--- src/branch_consts.svh ---
/*
  Width and address constants for the branch evaluation unit.
  An operand must be exactly two bus words wide, because the register block
  assembles each operand from a low and a high half.
  The bit index width must cover every bit position of an operand.
*/
`ifndef BRANCH_CONSTS_SVH
`define BRANCH_CONSTS_SVH

// Operand width of the processor
`define BR_VALUE_W 64

// Low bits of operand b that select a bit of operand a in bit tests
`define BR_BITIDX_W 6

// Width of one instruction word
`define BR_INSTR_W 32

// Wishbone data bus width
`define WB_DATA_W 32

// Word address width, which covers nine registers
`define WB_ADDR_W 4

// Width of the evaluation and taken-branch counters
`define BR_CNT_W 32

`endif
--- src/bus_pkg.sv ---
/*
  Register map and status word of the Wishbone register block.
  Addresses are word addresses and every register is one bus word.
  Unlisted addresses read as zero and ignore writes.
*/
`default_nettype none

`include "branch_consts.svh"

package bus_pkg;

	typedef enum logic [`WB_ADDR_W-1:0] {
		// Operand halves, readable and writable
		REG_A_LO   = 'd0,
		REG_A_HI   = 'd1,
		REG_B_LO   = 'd2,
		REG_B_HI   = 'd3,
		// Writing the instruction starts one evaluation
		REG_INSTR  = 'd4,
		REG_RESULT = 'd5,
		// Statistics counters, read only
		REG_EVALS  = 'd6,
		REG_TAKEN  = 'd7,
		// Any write here zeroes both counters
		REG_CLEAR  = 'd8
	} reg_addr_t;

	// Done stays set once the first evaluation has finished
	typedef struct packed {
		logic [`WB_DATA_W-3:0] zero;
		logic                  done;
		logic                  taken;
	} result_t;

endpackage

`default_nettype wire

--- src/isa_pkg.sv ---
/*
  Instruction set types seen by the branch evaluator.
  Only branch opcodes are listed and any other opcode counts as a non-branch.
  Compare mode 3 is reserved and never leads to a taken branch.
*/
`default_nettype none

`include "branch_consts.svh"

package isa_pkg;

	// =========================================================================
	// Opcodes and condition codes
	// =========================================================================

	// Plain branch opcodes plus the multi-condition form
	typedef enum logic [6:0] {
		OP_BEQ = 7'h20,
		OP_BNE = 7'h21,
		OP_BLT = 7'h22,
		OP_BLE = 7'h23,
		OP_BGT = 7'h24,
		OP_BGE = 7'h25,
		OP_BBC = 7'h26,
		OP_BBS = 7'h27,
		OP_MCB = 7'h28
	} opcode_t;

	// The MCB condition field carries the same eight tests in the plain order
	typedef enum logic [2:0] {
		MCB_EQ = 3'd0,
		MCB_NE = 3'd1,
		MCB_LT = 3'd2,
		MCB_LE = 3'd3,
		MCB_GT = 3'd4,
		MCB_GE = 3'd5,
		MCB_BC = 3'd6,
		MCB_BS = 3'd7
	} mcb_cond_t;

	typedef enum logic [1:0] {
		CM_SIGNED   = 2'd0,
		CM_UNSIGNED = 2'd1,
		CM_FLOAT    = 2'd2
	} cmp_mode_t;

	// =========================================================================
	// Instruction word
	// =========================================================================

	// Each view keeps the opcode in bits 6..0
	typedef union packed {
		struct packed {
			logic [`BR_INSTR_W-8:0] rest;
			opcode_t                opcode;
		} any;
		struct packed {
			logic [`BR_INSTR_W-10:0] disp;
			cmp_mode_t               cm;
			opcode_t                 opcode;
		} br;
		struct packed {
			logic [`BR_INSTR_W-13:0] disp;
			mcb_cond_t               cnd;
			cmp_mode_t               cm;
			opcode_t                 opcode;
		} mcb;
	} instruction_t;

	typedef logic [`BR_VALUE_W-1:0] value_t;

	// Float compare flags, all clear when the compare is unordered
	typedef struct packed {
		logic le;
		logic lt;
		logic eq;
	} fcmp_t;

endpackage

`default_nettype wire

--- src/branch_if.sv ---
/*
  Evaluation request between the register block and the evaluator.
  takb is combinational from instr, a and b and has no latency.
  start is a single-cycle pulse, and the requester samples takb while it is high.
*/
`timescale 1ns/1ps
`default_nettype none

interface branch_if;
	import isa_pkg::*;

	// Instruction and operands of the current request
	instruction_t instr;
	value_t       a;
	value_t       b;

	// High for the one cycle in which the answer is taken over
	logic start;

	// Branch decision for the current request
	logic takb;

	// The register block owns the request and consumes the answer
	modport requester (
		output instr,
		output a,
		output b,
		output start,
		input  takb
	);

	// The evaluator only looks at the request contents
	modport evaluator (
		input  instr,
		input  a,
		input  b,
		output takb
	);

endinterface

`default_nettype wire

--- src/branch_unit_top.sv ---
/*
  Branch evaluation unit behind a Wishbone classic slave port.
  The host holds cyc and stb until ack and sees one wait state per access.
  Reset is synchronous and active high.
*/
`timescale 1ns/1ps
`default_nettype none

`include "branch_consts.svh"

module branch_unit_top (
	input  logic                  clk,
	input  logic                  reset,
	input  logic                  wb_cyc,
	input  logic                  wb_stb,
	input  logic                  wb_we,
	input  logic [`WB_ADDR_W-1:0] wb_adr,
	input  logic [`WB_DATA_W-1:0] wb_dat_w,
	output logic [`WB_DATA_W-1:0] wb_dat_r,
	output logic                  wb_ack
);

	// Request and answer between the register block and the evaluator
	branch_if br_if ();

	branch_wb_regs regs_i (
		.clk      (clk),
		.reset    (reset),
		.wb_cyc   (wb_cyc),
		.wb_stb   (wb_stb),
		.wb_we    (wb_we),
		.wb_adr   (wb_adr),
		.wb_dat_w (wb_dat_w),
		.wb_dat_r (wb_dat_r),
		.wb_ack   (wb_ack),
		.bus      (br_if.requester)
	);

	// Zero-latency decision on the held request
	branch_eval eval_i (
		.bus (br_if.evaluator)
	);

endmodule

`default_nettype wire

--- src/branch_wb_regs.sv ---
/*
  Wishbone classic slave with operand, instruction, result and counter registers.
  Every access succeeds with one wait state, and there are no block transfers.
  A new instruction write overwrites the previous request without queueing.
  The counters wrap silently at their full width.
*/
`timescale 1ns/1ps
`default_nettype none

`include "branch_consts.svh"

module branch_wb_regs (
	input  logic                  clk,
	input  logic                  reset,
	input  logic                  wb_cyc,
	input  logic                  wb_stb,
	input  logic                  wb_we,
	input  logic [`WB_ADDR_W-1:0] wb_adr,
	input  logic [`WB_DATA_W-1:0] wb_dat_w,
	output logic [`WB_DATA_W-1:0] wb_dat_r,
	output logic                  wb_ack,
	branch_if.requester           bus
);
	import isa_pkg::*;
	import bus_pkg::*;

	logic                  pend_q;
	logic                  served_q;
	logic                  acc;
	logic                  clr;
	reg_addr_t             adr;
	logic [`WB_DATA_W-1:0] rd_data;
	value_t                a_q;
	value_t                b_q;
	instruction_t          instr_q;
	logic                  start_q;
	result_t               result_q;
	logic [`BR_CNT_W-1:0]  evals_q;
	logic [`BR_CNT_W-1:0]  taken_q;

	assign adr = reg_addr_t'(wb_adr);

	// =========================================================================
	// Bus handshake
	// =========================================================================

	// A request becomes pending when it is neither pending nor served yet.
	// Served holds until stb drops, so a held request is acknowledged only once
	always_ff @(posedge clk) begin
		if (reset) begin
			pend_q   <= 1'b0;
			served_q <= 1'b0;
		end else begin
			pend_q   <= wb_cyc & wb_stb & ~pend_q & ~served_q;
			served_q <= wb_cyc & wb_stb & (served_q | acc);
		end
	end

	// The access completes on the edge where ack rises
	assign acc = pend_q & wb_cyc & wb_stb;
	assign clr = acc & wb_we & (adr == REG_CLEAR);

	always_ff @(posedge clk) begin
		if (reset) begin
			wb_ack   <= 1'b0;
			wb_dat_r <= '0;
		end else begin
			wb_ack <= acc;
			// Read data is captured together with ack and holds while it is high
			if (acc && !wb_we) begin
				wb_dat_r <= rd_data;
			end
		end
	end

	// =========================================================================
	// Operand and instruction registers
	// =========================================================================
	always_ff @(posedge clk) begin
		if (reset) begin
			a_q     <= '0;
			b_q     <= '0;
			instr_q <= '0;
			start_q <= 1'b0;
		end else begin
			start_q <= 1'b0;
			if (acc && wb_we) begin
				case (adr)
				REG_A_LO: a_q[`WB_DATA_W-1:0]            <= wb_dat_w;
				REG_A_HI: a_q[`BR_VALUE_W-1:`WB_DATA_W]  <= wb_dat_w;
				REG_B_LO: b_q[`WB_DATA_W-1:0]            <= wb_dat_w;
				REG_B_HI: b_q[`BR_VALUE_W-1:`WB_DATA_W]  <= wb_dat_w;
				REG_INSTR: begin
					// Start is high in the cycle after the instruction loads
					instr_q <= wb_dat_w;
					start_q <= 1'b1;
				end
				default: ;
				endcase
			end
		end
	end

	// The evaluator sees the held request continuously
	assign bus.instr = instr_q;
	assign bus.a     = a_q;
	assign bus.b     = b_q;
	assign bus.start = start_q;

	// =========================================================================
	// Result and statistics
	// =========================================================================
	always_ff @(posedge clk) begin
		if (reset) begin
			result_q <= '0;
			evals_q  <= '0;
			taken_q  <= '0;
		end else begin
			if (start_q) begin
				result_q.zero  <= '0;
				result_q.done  <= 1'b1;
				result_q.taken <= bus.takb;
			end
			// A clear wins over a count in the same cycle
			if (clr) begin
				evals_q <= '0;
				taken_q <= '0;
			end else if (start_q) begin
				evals_q <= evals_q + 1'b1;
				if (bus.takb) begin
					taken_q <= taken_q + 1'b1;
				end
			end
		end
	end

	// Unmapped and write-only addresses read as zero
	always_comb begin
		case (adr)
		REG_A_LO:   rd_data = a_q[`WB_DATA_W-1:0];
		REG_A_HI:   rd_data = a_q[`BR_VALUE_W-1:`WB_DATA_W];
		REG_B_LO:   rd_data = b_q[`WB_DATA_W-1:0];
		REG_B_HI:   rd_data = b_q[`BR_VALUE_W-1:`WB_DATA_W];
		REG_RESULT: rd_data = result_q;
		REG_EVALS:  rd_data = evals_q;
		REG_TAKEN:  rd_data = taken_q;
		default:    rd_data = '0;
		endcase
	end

endmodule

`default_nettype wire

--- src/branch_eval.sv ---
/*
  Combinational branch decision for one instruction and two operands.
  Plain opcodes and MCB conditions share one condition decoder.
  In float mode the plain bit tests are never taken and the MCB bit tests
  check for unordered and ordered operands instead.
  Reserved compare mode 3 and non-branch opcodes are never taken.
*/
`timescale 1ns/1ps
`default_nettype none

`include "branch_consts.svh"

module branch_eval (
	branch_if.evaluator bus
);
	import isa_pkg::*;

	fcmp_t     fo;
	logic      f_nan;
	logic      i_eq;
	logic      s_lt;
	logic      u_lt;
	logic      bit_val;
	logic      is_float;
	logic      mode_ok;
	logic      c_eq;
	logic      c_lt;
	logic      c_le;
	logic      is_branch;
	logic      is_mcb;
	mcb_cond_t cond;
	logic      hit;

	// Float relations come from the shared double comparator
	fp_compare64 fcmp_i (
		.a    (bus.a),
		.b    (bus.b),
		.o    (fo),
		.nan  (f_nan),
		.inf  (),
		.snan ()
	);

	// Integer relations for both signed and unsigned modes
	assign i_eq = bus.a == bus.b;
	assign s_lt = $signed(bus.a) < $signed(bus.b);
	assign u_lt = bus.a < bus.b;

	// Only the low bits of b select the tested bit of a
	assign bit_val  = bus.a[bus.b[`BR_BITIDX_W-1:0]];
	assign is_float = bus.instr.br.cm == CM_FLOAT;

	// =========================================================================
	// Relation flags for the selected compare mode
	// =========================================================================
	always_comb begin
		mode_ok = 1'b1;
		case (bus.instr.br.cm)
		CM_SIGNED: begin
			c_eq = i_eq;
			c_lt = s_lt;
			c_le = s_lt | i_eq;
		end
		CM_UNSIGNED: begin
			c_eq = i_eq;
			c_lt = u_lt;
			c_le = u_lt | i_eq;
		end
		CM_FLOAT: begin
			c_eq = fo.eq;
			c_lt = fo.lt;
			c_le = fo.le;
		end
		default: begin
			// Mode 3 is reserved
			mode_ok = 1'b0;
			c_eq    = 1'b0;
			c_lt    = 1'b0;
			c_le    = 1'b0;
		end
		endcase
	end

	// Map each plain opcode onto the matching MCB condition
	always_comb begin
		is_branch = 1'b1;
		is_mcb    = 1'b0;
		case (bus.instr.any.opcode)
		OP_BEQ: cond = MCB_EQ;
		OP_BNE: cond = MCB_NE;
		OP_BLT: cond = MCB_LT;
		OP_BLE: cond = MCB_LE;
		OP_BGT: cond = MCB_GT;
		OP_BGE: cond = MCB_GE;
		OP_BBC: cond = MCB_BC;
		OP_BBS: cond = MCB_BS;
		OP_MCB: begin
			cond   = bus.instr.mcb.cnd;
			is_mcb = 1'b1;
		end
		default: begin
			cond      = MCB_EQ;
			is_branch = 1'b0;
		end
		endcase
	end

	// Greater, greater-or-equal and not-equal are the inverted relations,
	// so an unordered float compare takes them
	always_comb begin
		case (cond)
		MCB_EQ:  hit = c_eq;
		MCB_NE:  hit = ~c_eq;
		MCB_LT:  hit = c_lt;
		MCB_LE:  hit = c_le;
		MCB_GT:  hit = ~c_le;
		MCB_GE:  hit = ~c_lt;
		MCB_BC:  hit = is_float ? (is_mcb & f_nan) : ~bit_val;
		MCB_BS:  hit = is_float ? (is_mcb & ~f_nan) : bit_val;
		default: hit = 1'b0;
		endcase
	end

	assign bus.takb = is_branch & mode_ok & hit;

endmodule

`default_nettype wire

--- src/fp_compare64.sv ---
/*
  Combinational compare of two IEEE-754 doubles.
  Plus and minus zero compare equal. Any NaN operand clears all compare flags.
  Denormals compare by their raw magnitude, which keeps the ordering correct.
  No rounding modes or exception flags beyond the NaN and infinity indications.
*/
`timescale 1ns/1ps
`default_nettype none

module fp_compare64 (
	input  isa_pkg::value_t a,
	input  isa_pkg::value_t b,
	output isa_pkg::fcmp_t  o,
	output logic            nan,
	output logic            inf,
	output logic            snan
);

	localparam int EXP_W = 11;
	localparam int MAN_W = 52;

	logic             sa;
	logic             sb;
	logic [EXP_W-1:0] ea;
	logic [EXP_W-1:0] eb;
	logic [MAN_W-1:0] ma;
	logic [MAN_W-1:0] mb;
	logic             a_nan;
	logic             b_nan;
	logic             both_zero;
	logic             mag_lt;
	logic             mag_gt;
	logic             eq;
	logic             lt;

	// Split each operand into sign, exponent and fraction
	assign {sa, ea, ma} = a;
	assign {sb, eb, mb} = b;

	// An all-ones exponent marks infinity with a zero fraction and NaN otherwise
	assign a_nan = (&ea) & (|ma);
	assign b_nan = (&eb) & (|mb);
	assign nan   = a_nan | b_nan;
	assign inf   = ((&ea) & ~(|ma)) | ((&eb) & ~(|mb));

	// A clear top fraction bit makes the NaN a signalling one
	assign snan = (a_nan & ~ma[MAN_W-1]) | (b_nan & ~mb[MAN_W-1]);

	// =========================================================================
	// Sign and magnitude ordering
	// =========================================================================

	// Exponent and fraction together order like an unsigned integer
	assign mag_lt    = {ea, ma} < {eb, mb};
	assign mag_gt    = {eb, mb} < {ea, ma};
	assign both_zero = ~|{ea, ma, eb, mb};

	// Zeros of either sign are equal, otherwise the bit patterns must match
	assign eq = both_zero | (a == b);

	always_comb begin
		if (both_zero) begin
			lt = 1'b0;
		end else if (sa != sb) begin
			// Opposite signs, so the negative operand is the smaller one
			lt = sa;
		end else begin
			// Between two negatives the larger magnitude is the smaller value
			lt = sa ? mag_gt : mag_lt;
		end
	end

	// An unordered compare reports no relation at all
	assign o.eq = eq & ~nan;
	assign o.lt = lt & ~nan;
	assign o.le = (lt | eq) & ~nan;

endmodule

`default_nettype wire

--- config.mk ---
export PLATFORM = sky130hd
export DESIGN_NAME = branch_unit_top
export DESIGN_NICKNAME = d
export VERILOG_FILES = /design/src/bus_pkg.sv /design/src/isa_pkg.sv /design/src/branch_if.sv /design/src/branch_unit_top.sv /design/src/branch_wb_regs.sv /design/src/branch_eval.sv /design/src/fp_compare64.sv
export VERILOG_INCLUDE_DIRS = /design/src /design/src/src
export SDC_FILE = /design/constraint.sdc
export NUM_CORES = 1
export LEC_CHECK = 0
export ABC_AREA = 1
export BUFFER_PORTS_ARGS = -buffer_cell sky130_fd_sc_hd__buf_2
export CAP_MARGIN = 25
export CORE_MARGIN = 10
export CORE_UTILIZATION = 55
export CTS_CLUSTER_SIZE = 20
export DETAILED_ROUTE_END_ITERATION = 12
export PLACE_DENSITY_LB_ADDON = 0.2
export SYNTH_ARGS = -nofsm -noshare
export SYNTH_HDL_FRONTEND = slang
export SYNTH_SLANG_ARGS = --single-unit
--- constraint.sdc ---
create_clock -name clk -period 4.2 [get_ports clk]
set_input_delay 0.42 -clock clk [delete_from_list [all_inputs] [get_ports clk]]
set_output_delay 0.42 -clock clk [all_outputs]
set_load 0.02 [all_outputs]
* Yosys cells after proc, flatten, opt, wreduce, memory -nomap -nowiden
Cells that the tools add are included. W data, S select, Z words.
Word-level totals: output and inout bits 33, input bits 41, flip-flop bits (word level) 242
Cells by class: bitwise gates (word level) 31, reduce and logical (&&, ||, !) cells 23, equal/unequal tests 28, $lt $le $gt $ge 5, muxes and demuxes 17, $add $sub $neg 2
Operators by type and width (number):
- $pmux W32 S7 | 1
- $lt A64 B64 Y1 | 2
- $lt A63 B63 Y1 | 2
- $reduce_or A126 Y1 | 1
- $reduce_or A52 Y1 | 2
- $add A32 B1 Y32 const B | 2
- $eq A64 B64 Y1 | 1
- $eq A7 B6 Y1 const B | 9
- $pmux W3 S8 | 1
- $reduce_and A11 Y1 | 2
- $and A1 B1 Y1 | 17
- $eq A4 B3 Y1 const B | 4
- $eq A3 B3 Y1 const B | 4
- $reduce_and A2 Y1 | 6
- $mux W1 | 10
- $reduce_or A9 Y1 | 1
- $eq A4 B2 Y1 const B | 2
- $not A1 Y1 | 8
- $pmux W1 S8 | 1
- $lt A6 B7 Y1 const B | 1
- $bmux W1 S6 | 1
- $eq A3 B2 Y1 const B | 2
- $or A1 B1 Y1 | 6
- $pmux W1 S3 | 2
- other kinds (14) | 18

* Depth between registers and ports, before layout
Gate-level depths: netlist of run 1.
depth after elaboration 11, gate-level depth with buffers 27, mapped depth without buffers 24

* By module
From an unflattened synthesis of run 1, not the netlist that was laid out.
Unflattened totals: cells, all modules 2730, area, all modules 17495.5 µm²
Modules (own cells, without submodules):
- branch_wb_regs | cells each 1722, instances 1, area each 11990.2 µm², seq. area each 5245.0 µm²
- branch_eval | cells each 503, instances 1, area each 2762.6 µm², seq. area each 0.0 µm²
- fp_compare64 | cells each 505, instances 1, area each 2742.6 µm², seq. area each 0.0 µm²

* Worst setup path after synthesis of run 1
No wires, ideal clock.
path kind flip-flop to flip-flop, start reg regs_i.a_q[22], in the netlist regs_i.bus.a[22], end reg regs_i.taken_q[4], arrival 2.276 ns, clock period less this slack 2.414 ns, path buffers 1, stages on the path, launching flop included 21, path slack 1.786 ns, path through dfxtp_1 > inv_1 > ha_1 > nand2_1 > nor2_1 > nand4_1 > nor2_2 > nand3b_1 > nor2_2 > nand3_1 > nand2_1 > nand2_1 > o21ai_1 > nand2_1 > nand2_1 > nand2_1 > nand2_4 > nand2_8 > buf_8 > nand2_2 > a21oi_2
Between the ends: longest elaborated chain between the ends 11, elaborated cells on any way between the ends 37
RTL lines:
- start, declared | line branch_wb_regs.sv:33 | value_t a_q;
- start signal, assigned by index | line branch_wb_regs.sv:89 | REG_A_LO: a_q[`WB_DATA_W-1:0] <= wb_dat_w;
- start signal, assigned by index | line branch_wb_regs.sv:90 | REG_A_HI: a_q[`BR_VALUE_W-1:`WB_DATA_W] <= wb_dat_w;
- $lt A63 B63 Y1 (on tied branches) | line fp_compare64.sv:54, fp_compare64.sv:55
- $mux W1 | line fp_compare64.sv:69 | lt = sa ? mag_gt : mag_lt;
- $mux W1 | line fp_compare64.sv:64 | end else if (sa != sb) begin
- $mux W1 | line fp_compare64.sv:62 | if (both_zero) begin
- $or A1 B1 Y1 | line fp_compare64.sv:76 | assign o.le = (lt | eq) & ~nan;
- $and A1 B1 Y1 | line fp_compare64.sv:76
- $pmux W1 S3 | line branch_eval.sv:58 | case (bus.instr.br.cm)
- $not A1 Y1 | line branch_eval.sv:116 | MCB_GT: hit = ~c_le;
- $pmux W1 S8 * | line branch_eval.sv:111 | case (cond)
- $and A1 B1 Y1 * | line branch_eval.sv:124 | assign bus.takb = is_branch & mode_ok & hit;
- $reduce_and A2 Y1 (no line) *
- end signal, assigned | line branch_wb_regs.sv:131 | taken_q <= taken_q + 1'b1;
- end, declared | line branch_wb_regs.sv:39 | logic [`BR_CNT_W-1:0] taken_q;
Mark *: on every way between the ends. The rest lies on a longest branch, timed or not. The select of a mux whose other input is x is not followed. A chain may end at the register's enable or synchronous reset.

* Final worst setup path of run 1
start reg regs_i.a_q[37], in the netlist regs_i.bus.a[37], end reg regs_i.taken_q[10]
The elaborated chain is that of the path after synthesis.

==> summary by stage, run 1 <==
Status
The run finished with clean final reports.

Logic synthesis
During synthesis, Yosys emitted a total of 0 warnings. The synthesized-area fraction occupied by adder cells is 10.58%. The share of flip-flops with an asynchronous set or reset is 0%. Sorting the synthesized cells by area gives the leading types as sky130_fd_sc_hd__dfxtp_1, sky130_fd_sc_hd__ha_1, sky130_fd_sc_hd__nand2_1. The post-synthesis sequential element count is 242. Synthesis produced 2203 cells. The xor/xnor cell area share of the yosys netlist is 2.125%. By area, the combinational part of the netlist is dominated by simple AND/OR/NAND/NOR gates. The synthesized area per cell is 6.922 um2. After synthesis, the share of cell area in mux cells is 0%. The area fraction in compound gates after synthesis is 22.02%. Counting distinct cell types in the post-synthesis netlist gives 50. The synthesized netlist net count is 2373. Summed over all instances, the cell type with the most area after synthesis is sky130_fd_sc_hd__dfxtp_1.

The top-area cell type share of the netlist area is 31.77%. The share of the Yosys chip area taken by registers is 31.77%. In this run the cell area of the synthesized design comes to 15250 um2. In the synthesized netlist the dominant register cell turns out to be sky130_fd_sc_hd__dfxtp_1. The simple-gate share of the synthesized area is 23.70%.

The count of flip-flops with a built-in enable after synthesis is 0.

Clock tree
Counting the buffers created by CTS gives 28. The clock passes through at most 3 buffers. The root buffer selected by CTS is sky130_fd_sc_hd__clkbuf_16. The number of gates resized after CTS was 0.

TritonCTS built the clock tree. After clock tree synthesis, the clock-pin slew on the worst setup and hold paths is 60 ps. The depth of the CTS H-tree is 1. Buffers inserted to repair hold after CTS numbered 0. The buffer count from post-CTS setup fixing is 0. For this design, the sink count on the clock tree is 242. The clock network latency to the later pin of the worst-skew pair is 590 ps.

Power and ir drop
The total power of the final layout is 5.335 mW. The net load switching power is 1.224 mW. The power density over the cells is 314.9 nW/um2.

The switching share of power is 22.94%. The proportion of power drawn by the clock network is 52.9%. IR analysis of the VDD net gives a maximum drop of 323.1 uV.

Of the total power, combinational logic draws 4.0%. Cell internal power was estimated by the tool at 4.111 mW. The share of total power dissipated in sequential elements is 43.1%. The leakage power summed over all cells is 7.104 nW.

Timing
The hold slack is 168.5 ps. The final critical-path share of the clock period is 83.54%. The maximum clock frequency is 0.2850 GHz.

At the pin with the least slew margin, the transition time is 1080 ps. After layout, the worst setup slack is 691.2 ps. The count of endpoints failing hold in the final timing report was 0.

The worst clock skew is 27.24 ps. The count of final max-slew check failures was 0. Setup repair after global routing left no endpoint under its margin.

Setup violations remaining at the end of the flow were counted as 0. In the final timing run, aggregate negative setup slack is 0 ps. Counting I/O delays and the setup requirement, the final critical path takes 3509 ps. The worst-case headroom to the max-slew limit is 27.84%.

Floorplanning
The floorplan has 60 rows. The die extent in x is 186.5 um. The total area inside the core boundary comes to 27100 um2. The effective utilization at floorplan is 56.27%.

The overall die height is 186.5 um. The floorplan step defined a die boundary enclosing 34790 um2. The count of pins on the block boundary is 74.

Layout
The antenna cell count is 0. The final cell count without fillers is 2631. Once layout is complete, the utilization of the core stands at 62.52%. The finished cells cover 16940 um2. The net count of the finished layout is 2409. The area growth from synthesis to layout is 11.10%. The layout filler cell count is 2488. The most common cell after layout, fill and taps aside is sky130_fd_sc_hd__nand2_1. Leaving out fill and tap cells, the most frequent cells in the layout are sky130_fd_sc_hd__nand2_1, sky130_fd_sc_hd__a21oi_1, sky130_fd_sc_hd__inv_1. In the final layout, the share of cells above drive strength 1 is 9.119%.

Setup path
The kind of cell adding the most delay to the critical path is simple AND/OR/NAND/NOR gates. The peak fanout along the critical path is 33. The worst stage delay on the critical path is 390 ps. For the worst setup path, the data arrival time is 3950 ps. The signal on the critical path passes through inv_1 > ha_1 > nand2_1 > inv_1 > nand3_1 > inv_1 > nand3_1 > nor2_1 > nand2_1 > nor2_2 > nand3_1 > nand2_1 > nand2_1 > o21ai_1 > nand2_1 > nand2_1 > nand2_1 > nand2_4 > nand2_8 > nand2_1 > a21oi_1.

The nature of the critical path endpoint is a flip-flop. The data required time of the worst path is 4640 ps. The timing startpoint of the critical path is regs_i.bus.a[37]$_SDFFE_PP0P_. The worst setup path is launched from a flip-flop. The most numerous cell type found on the critical path is sky130_fd_sc_hd__nand2_1. For this design, the slowest cell found on the critical path is sky130_fd_sc_hd__dfxtp_1. The critical path buffer and inverter count is 3. The start-to-end type of the worst setup path is flip-flop to flip-flop. The origin of the critical flop-to-flop path is regs_i.bus.a[37]$_SDFFE_PP0P_.

Placement
The post-placement cell count is 2580. OpenSTA, run right after detailed placement, puts the worst setup slack at 807.3 ps. After legalization and detailed placement, the total HPWL measured 45760 um. Routability-driven placement finished with a final weighted congestion of 1.034. The number of I/O port buffers is 73. The area after detailed placement is 15860 um2.

Global routing
Global routing used 32.59% of the available tracks. The first-pass GRT wire length is 90220 um. The number of antenna violations at the first check in global routing is 3. Global routing finished with a remaining overflow of 0. Entering global routing, the biggest net connects 66 pins. The number of global-route vias before repair is 15025.

Detailed routing
The total routed wirelength is 60210 um. For this block, the initial DRC count from the detailed router was 2126. Summing over every cut layer, the via total after detailed routing is 16266.

The routed length per placed instance is 22.89 um. The final antenna-violating net count is 0. For this run, design rule violations remaining after detail routing come to 0.

The per-cell via count in the routed design is 6.182. The pre-antenna-repair detailed-routing pass consisted of 7 iterations.

Worst hold path
The worst hold-check path type is primary input to flip-flop. In this run the most critical hold path is launched from wb_stb.

Job
Across the run, the number of max-cap violations was 0.
power groups by stage:
stage,registers [mW],logic [mW],clock network (mW)
CTS,2.30,0.203,2.81
floorplan,2.35,0.114,0
global route,2.30,0.226,2.91
global placement,2.35,0.200,0
detailed placement,2.35,0.201,0
finish,2.30,0.211,2.82
registers in the layout (all words and copies together), names as in the netlist:
register and cells:
regs_i.bus.a 64, regs_i.bus.b 64, regs_i.evals_q 32, regs_i.taken_q 32, regs_i.wb_dat_r 32, regs_i.bus.instr 12
regs_i.result_q 2, regs_i.bus.start 1, regs_i.pend_q 1, regs_i.served_q 1, regs_i.wb_ack 1
worst register-to-register path, stage by stage, from the launching register on:
cell and delay (ps):
sky130_fd_sc_hd__dfxtp_1 390, sky130_fd_sc_hd__inv_1 190, sky130_fd_sc_hd__ha_1 350, sky130_fd_sc_hd__nand2_1 80, sky130_fd_sc_hd__inv_1 80, sky130_fd_sc_hd__nand3_1 180, sky130_fd_sc_hd__inv_1 130, sky130_fd_sc_hd__nand3_1 130
sky130_fd_sc_hd__nor2_1 210, sky130_fd_sc_hd__nand2_1 120, sky130_fd_sc_hd__nor2_2 130, sky130_fd_sc_hd__nand3_1 70, sky130_fd_sc_hd__nand2_1 90, sky130_fd_sc_hd__nand2_1 80, sky130_fd_sc_hd__o21ai_1 130, sky130_fd_sc_hd__nand2_1 60
sky130_fd_sc_hd__nand2_1 70, sky130_fd_sc_hd__nand2_1 80, sky130_fd_sc_hd__nand2_4 320, sky130_fd_sc_hd__nand2_8 280, sky130_fd_sc_hd__nand2_1 140, sky130_fd_sc_hd__a21oi_1 70
Yosys cell counts, drive strengths merged (2+ instances only):
master,n
xor2,34
inv,272
a21oi,288
a221oi,5
o221ai,7
nor3,51
o21a,2
clkinv,6
o211ai,19
a31oi,3
o22ai,65
or4,2
nand3b,5
nand3,111
a21o,3
nand4,51
nand2,423
ha,129
nor4,20
o2111ai,6
xnor2,3
clkbuf,70
nor2,149
o31ai,20
o21ai,189
dfxtp,242
buf,24
final timing paths:
check	end	slack, ps	cells after the start
min reg2reg	regs_i.pend_q$_SDFF_PP0_	430	1
min	regs_i.served_q$_SDFF_PP0_	170	3
max reg2reg	regs_i.taken_q[10]$_SDFFE_PP0P_	690	21
max	regs_i.taken_q[10]$_SDFFE_PP0P_	690	21
per-layer routing:
| metal | vias up | global-route usage, % | part of all wire (%) |
|---|---|---|---|
| met3 | 151 | 8.566 | 12 |
| met5 | - | 0 | 0.045 |
| li1 | 7528 | - | - |
| met4 | 4 | 11.57 | 4.0 |
| met2 | 976 | 49.40 | 43 |
| met1 | 7607 | 43.71 | 41 |
cell type report:
cell class	count	area (um2)	area share, %
clock buffer	37	794.5	4.689
inverter	278	1049	6.189
sequential	242	4846	28.60
clock inverter	13	265.3	1.566
timing repair buffer	100	605.6	3.574
tap	372	465.4	2.747
multi-input combinational	1589	8917	52.63
kinds of logic after synthesis:
logic type / Yosys count
AND/OR/NAND/NOR: 814
AO/OA/AOI/OAI: 609
buffers and inverters: 372
flip-flops: 242
adder cells (fa/ha/maj): 129
XOR/XNOR: 37
(Power assumes the default switching activity.)
==> inputs of run 2 (changes only) <==
- clock period: 4.2 -> 3.67 ns (I/O delays scaled with it)
==> summary by stage, run 2 (same netlist as run 1, synthesis figures left out) <==
Status
Run status: complete, no violations (unchanged).

Timing
The final critical-path share of the clock period is 92.32% (was 83.54%). The worst clock skew is 11.26 ps (was 27.24 ps). The clock period minus worst slack was 3388 ps (was 3509 ps).

Unrepaired setup endpoints after global routing: no (unchanged). The final number of setup-violating endpoints was 0 (unchanged). The count of endpoints failing hold in the final timing report is 0 (unchanged). The count of final max-slew check failures is 0 (unchanged). The slew at the pin closest to its max-slew limit is 1077 ps (was 1080 ps). The total negative slack for setup checks is 0 ps (unchanged).

The maximum clock frequency came to 0.2951 GHz (was 0.2850 GHz). The worst path setup slack after routing is 281.8 ps (was 691.2 ps). The worst-case headroom to the max-slew limit is 28.11% (was 27.84%).

Clock tree
The number of CTS-inserted buffers was 28 (unchanged). The buffer count from post-CTS setup fixing is 0 (unchanged). The TritonCTS clock tree is built (unchanged). The number of hold-repair buffers added at the cts stage is 0 (unchanged). The root buffer selected by CTS is sky130_fd_sc_hd__clkbuf_16 (unchanged).

The depth of the CTS H-tree was 1 (unchanged). The number of gates resized after CTS is 0 (unchanged). The post-CTS clock slew at the launch and capture registers of the worst setup and hold paths is 60 ps (about the same). The clock network latency to the later pin of the worst-skew pair is 570 ps (was 590 ps).

The number of clock sinks seen by CTS is 242 (unchanged). The deepest clock path buffer count was 3 (unchanged).

Detailed routing
The total routed wirelength came to 61410 um (was 60210 um). The via count is 16480 (was 16266). The DRC violation total after the first TritonRoute iteration is 2348 (was 2126). The number of iterations in the first detailed-routing pass is 6 (was 7).

The DRC violation count after routing is 0 (unchanged). The per-cell via count in the routed design is 6.254 (was 6.182). The routed length per placed instance is 23.30 um (was 22.89 um). The final antenna-violating net count is 0 (unchanged).

Setup path
The worst stage delay on the critical path is 390 ps (about the same). The internal reg-to-reg setup slack was 280 ps (was 690 ps). The peak fanout along the critical path came to 16 (was 33). The depth of the worst register-to-register path is 17 (was 21). The terminus of the critical flop-to-flop path is regs_i.taken_q[28]$_SDFFE_PP0P_ (was regs_i.taken_q[10]$_SDFFE_PP0P_). The type of element launching the critical path is a flip-flop (unchanged). The nature of the critical path endpoint is a flip-flop (unchanged).

The arrival time reported for the critical path endpoint is 3870 ps (was 3950 ps). The worst-path cell with the longest stage delay is sky130_fd_sc_hd__dfxtp_1 (unchanged). The start-to-end type of the worst setup path is flip-flop to flip-flop (unchanged). The origin of the critical flop-to-flop path is regs_i.bus.a[22]$_SDFFE_PP0P_ (was regs_i.bus.a[37]$_SDFFE_PP0P_).

The cell with the most instances on the worst path is sky130_fd_sc_hd__nand2_1 (unchanged). Critical path, cell by cell: inv_1 > ha_1 > nand2_1 > nor2_1 > nand4_1 > nor2_2 > nand3b_1 > nor2_2 > nand3_1 > nand2_1 > nand2_1 > nand2_1 > o221ai_1 > inv_2 > buf_4 > nand3_1 > a21oi_1 (was inv_1 > ha_1 > nand2_1 > inv_1 > nand3_1 > inv_1 > nand3_1 > nor2_1 > nand2_1 > nor2_2 > nand3_1 > nand2_1 > nand2_1 > o21ai_1 > nand2_1 > nand2_1 > nand2_1 > nand2_4 > nand2_8 > nand2_1 > a21oi_1). The data required time of the worst path was 4160 ps (was 4640 ps).

Floorplanning
The count of pins on the block boundary is 74 (unchanged). The die extent in x is 186.5 um (unchanged). The placeable core region came to 27100 um2 (unchanged).

The area enclosed by the die boundary came to 34790 um2 (unchanged). The overall die height came to 186.5 um (unchanged). The number of rows created at floorplan is 60 (unchanged).

The effective utilization at floorplan came to 56.27% (unchanged).

Global routing
The first-pass GRT wire length is 91870 um (was 90220 um). The number of antenna violations at the first check in global routing is 1 (was 3). The number of global-route vias before repair was 15141 (was 15025). The largest net degree at the start of global routing is 88 (was 66). The overflow left after global routing was 0 (unchanged). The aggregate global-route resource usage is 33.20% (was 32.59%).

Layout
Most used cells in the layout excluding fill and tap cells: sky130_fd_sc_hd__nand2_1, sky130_fd_sc_hd__a21oi_1, sky130_fd_sc_hd__inv_1 (unchanged). The net count of the finished layout is 2415 (was 2409). The area growth from synthesis to layout was 10.12% (was 11.10%). The total area of sequential cells is 4846 um2 (unchanged).

The share of cells above drive strength 1 is 9.019% (was 9.119%). The multi-input combinational cell area is 8917 um2 (unchanged). The layout filler cell count was 2592 (was 2488).

The most common cell after layout, fill and taps aside was sky130_fd_sc_hd__nand2_1 (unchanged). The final cell count without fillers is 2635 (was 2631).

Power and ir drop
The power density over the cells is 334.4 nW/um2 (was 314.9 nW/um2). The share of power burned in registers is 46.9% (was 43.1%). The switching share of power was 23.85% (was 22.94%). The combinational fraction of design power is 4.3% (was 4.0%).

The largest voltage drop on the vdd net came to 505.7 uV (was 323.1 uV). The total power of the final layout is 5.615 mW (was 5.335 mW). The design internal power is 4.276 mW (was 4.111 mW). The proportion of power drawn by the clock network came to 48.9% (was 52.9%). The net load switching power is 1.339 mW (was 1.224 mW). The leakage power summed over all cells is 7.033 nW (was 7.104 nW).

Placement
The post-placement cell count is 2586 (was 2580). The final RePlAce weighted congestion was 1.075 (was 1.034). The number of I/O port buffers is 73 (unchanged). The detailed-placement wirelength estimate is 46360 um (was 45760 um). The post-placement setup slack is 441.2 ps (was 807.3 ps).

Worst hold path
The start point of the worst hold path is wb_dat_w[25] (was wb_stb). The worst hold path endpoint is regs_i.bus.a[25]$_SDFFE_PP0P_ (was regs_i.served_q$_SDFF_PP0_). The worst hold-check path type is primary input to flip-flop (unchanged). The number of cells traversed by the worst hold path is 3 (unchanged).

Job
The number of violations of the max-capacitance limit was 0 (unchanged).
[run 2: cell types whose count changed in the layout (fill, tap and decap cells not counted)]
cell,before,now
sky130_fd_sc_hd__clkbuf_1,3,8
sky130_fd_sc_hd__bufinv_16,7,1
sky130_fd_sc_hd__clkinv_2,5,3
sky130_fd_sc_hd__diode_2,0,1
sky130_fd_sc_hd__buf_4,24,31
sky130_fd_sc_hd__clkinv_8,0,1
sky130_fd_sc_hd__buf_12,3,2
sky130_fd_sc_hd__clkinv_16,1,0
[run 2: worst max-delay path: cells and delay by family (launching register included)]
family,cells,cell delay [ps]
buffers and inverters,3,750
adders and majority gates,1,370
and+or+nand+nor,11,1500
AOI/OAI and AO/OA,2,270
DFF,1,390
[run 2: layout make-up]
type	count	share of cell area, %
antenna	1	0.01490
inverter	278	6.244
sequential	242	28.86
clock inverter	5	0.3651
timing repair buffer	106	3.800
multi-input combinational	1589	53.10
clock buffer	42	4.843
tap	372	2.772
[run 2: how the worst max path moves through the flow]
stage / to / depth (start not counted) / start / slack, ps
after floorplan: regs_i.taken_q[4]$_SDFFE_PP0P_ / 20 / regs_i.bus.a[22]$_SDFFE_PP0P_ / 1260
after global routing: regs_i.taken_q[21]$_SDFFE_PP0P_ / 17 / regs_i.bus.a[22]$_SDFFE_PP0P_ / 120
final: regs_i.taken_q[28]$_SDFFE_PP0P_ / 17 / regs_i.bus.a[22]$_SDFFE_PP0P_ / 280
after CTS: regs_i.taken_q[28]$_SDFFE_PP0P_ / 17 / regs_i.bus.a[22]$_SDFFE_PP0P_ / 420
after global placement: regs_i.taken_q[21]$_SDFFE_PP0P_ / 17 / regs_i.bus.a[22]$_SDFFE_PP0P_ / 540
after detailed placement: regs_i.taken_q[28]$_SDFFE_PP0P_ / 17 / regs_i.bus.a[22]$_SDFFE_PP0P_ / 440
[run 2: power groups by stage]
stage	combinational (mW)	clock, mW	sequential, mW
after floorplan	0.131	0	2.69
after global placement	0.228	0	2.69
after detailed placement	0.229	0	2.69
after CTS	0.230	2.73	2.63
after global routing	0.259	2.83	2.63
final	0.240	2.74	2.63
[run 2: metrics by stage]
| step | hold slack [ps] | utilization, % | area [um2] |
|---|---|---|---|
| after floorplan | 398.5 | - | 15250 |
| after global placement | 405.1 | 58.65 | 15900 |
| after detailed placement | 415.9 | 58.65 | 15900 |
| after CTS | 127.0 | 61.88 | 16770 |
| after global routing | 155.7 | 61.95 | 16790 |
| final | 134.0 | 61.96 | 16790 |
[run 2: layer usage]
layer  vias to the layer above  wire length (um)  global-route usage [%]
li1                       7525                 -                       -
met1                      7658             24990                   44.86
met2                      1107             25200                   48.76
met3                       190              7897                   7.989
met4                         0              3323                   15.57
met5                         -                 0                       0
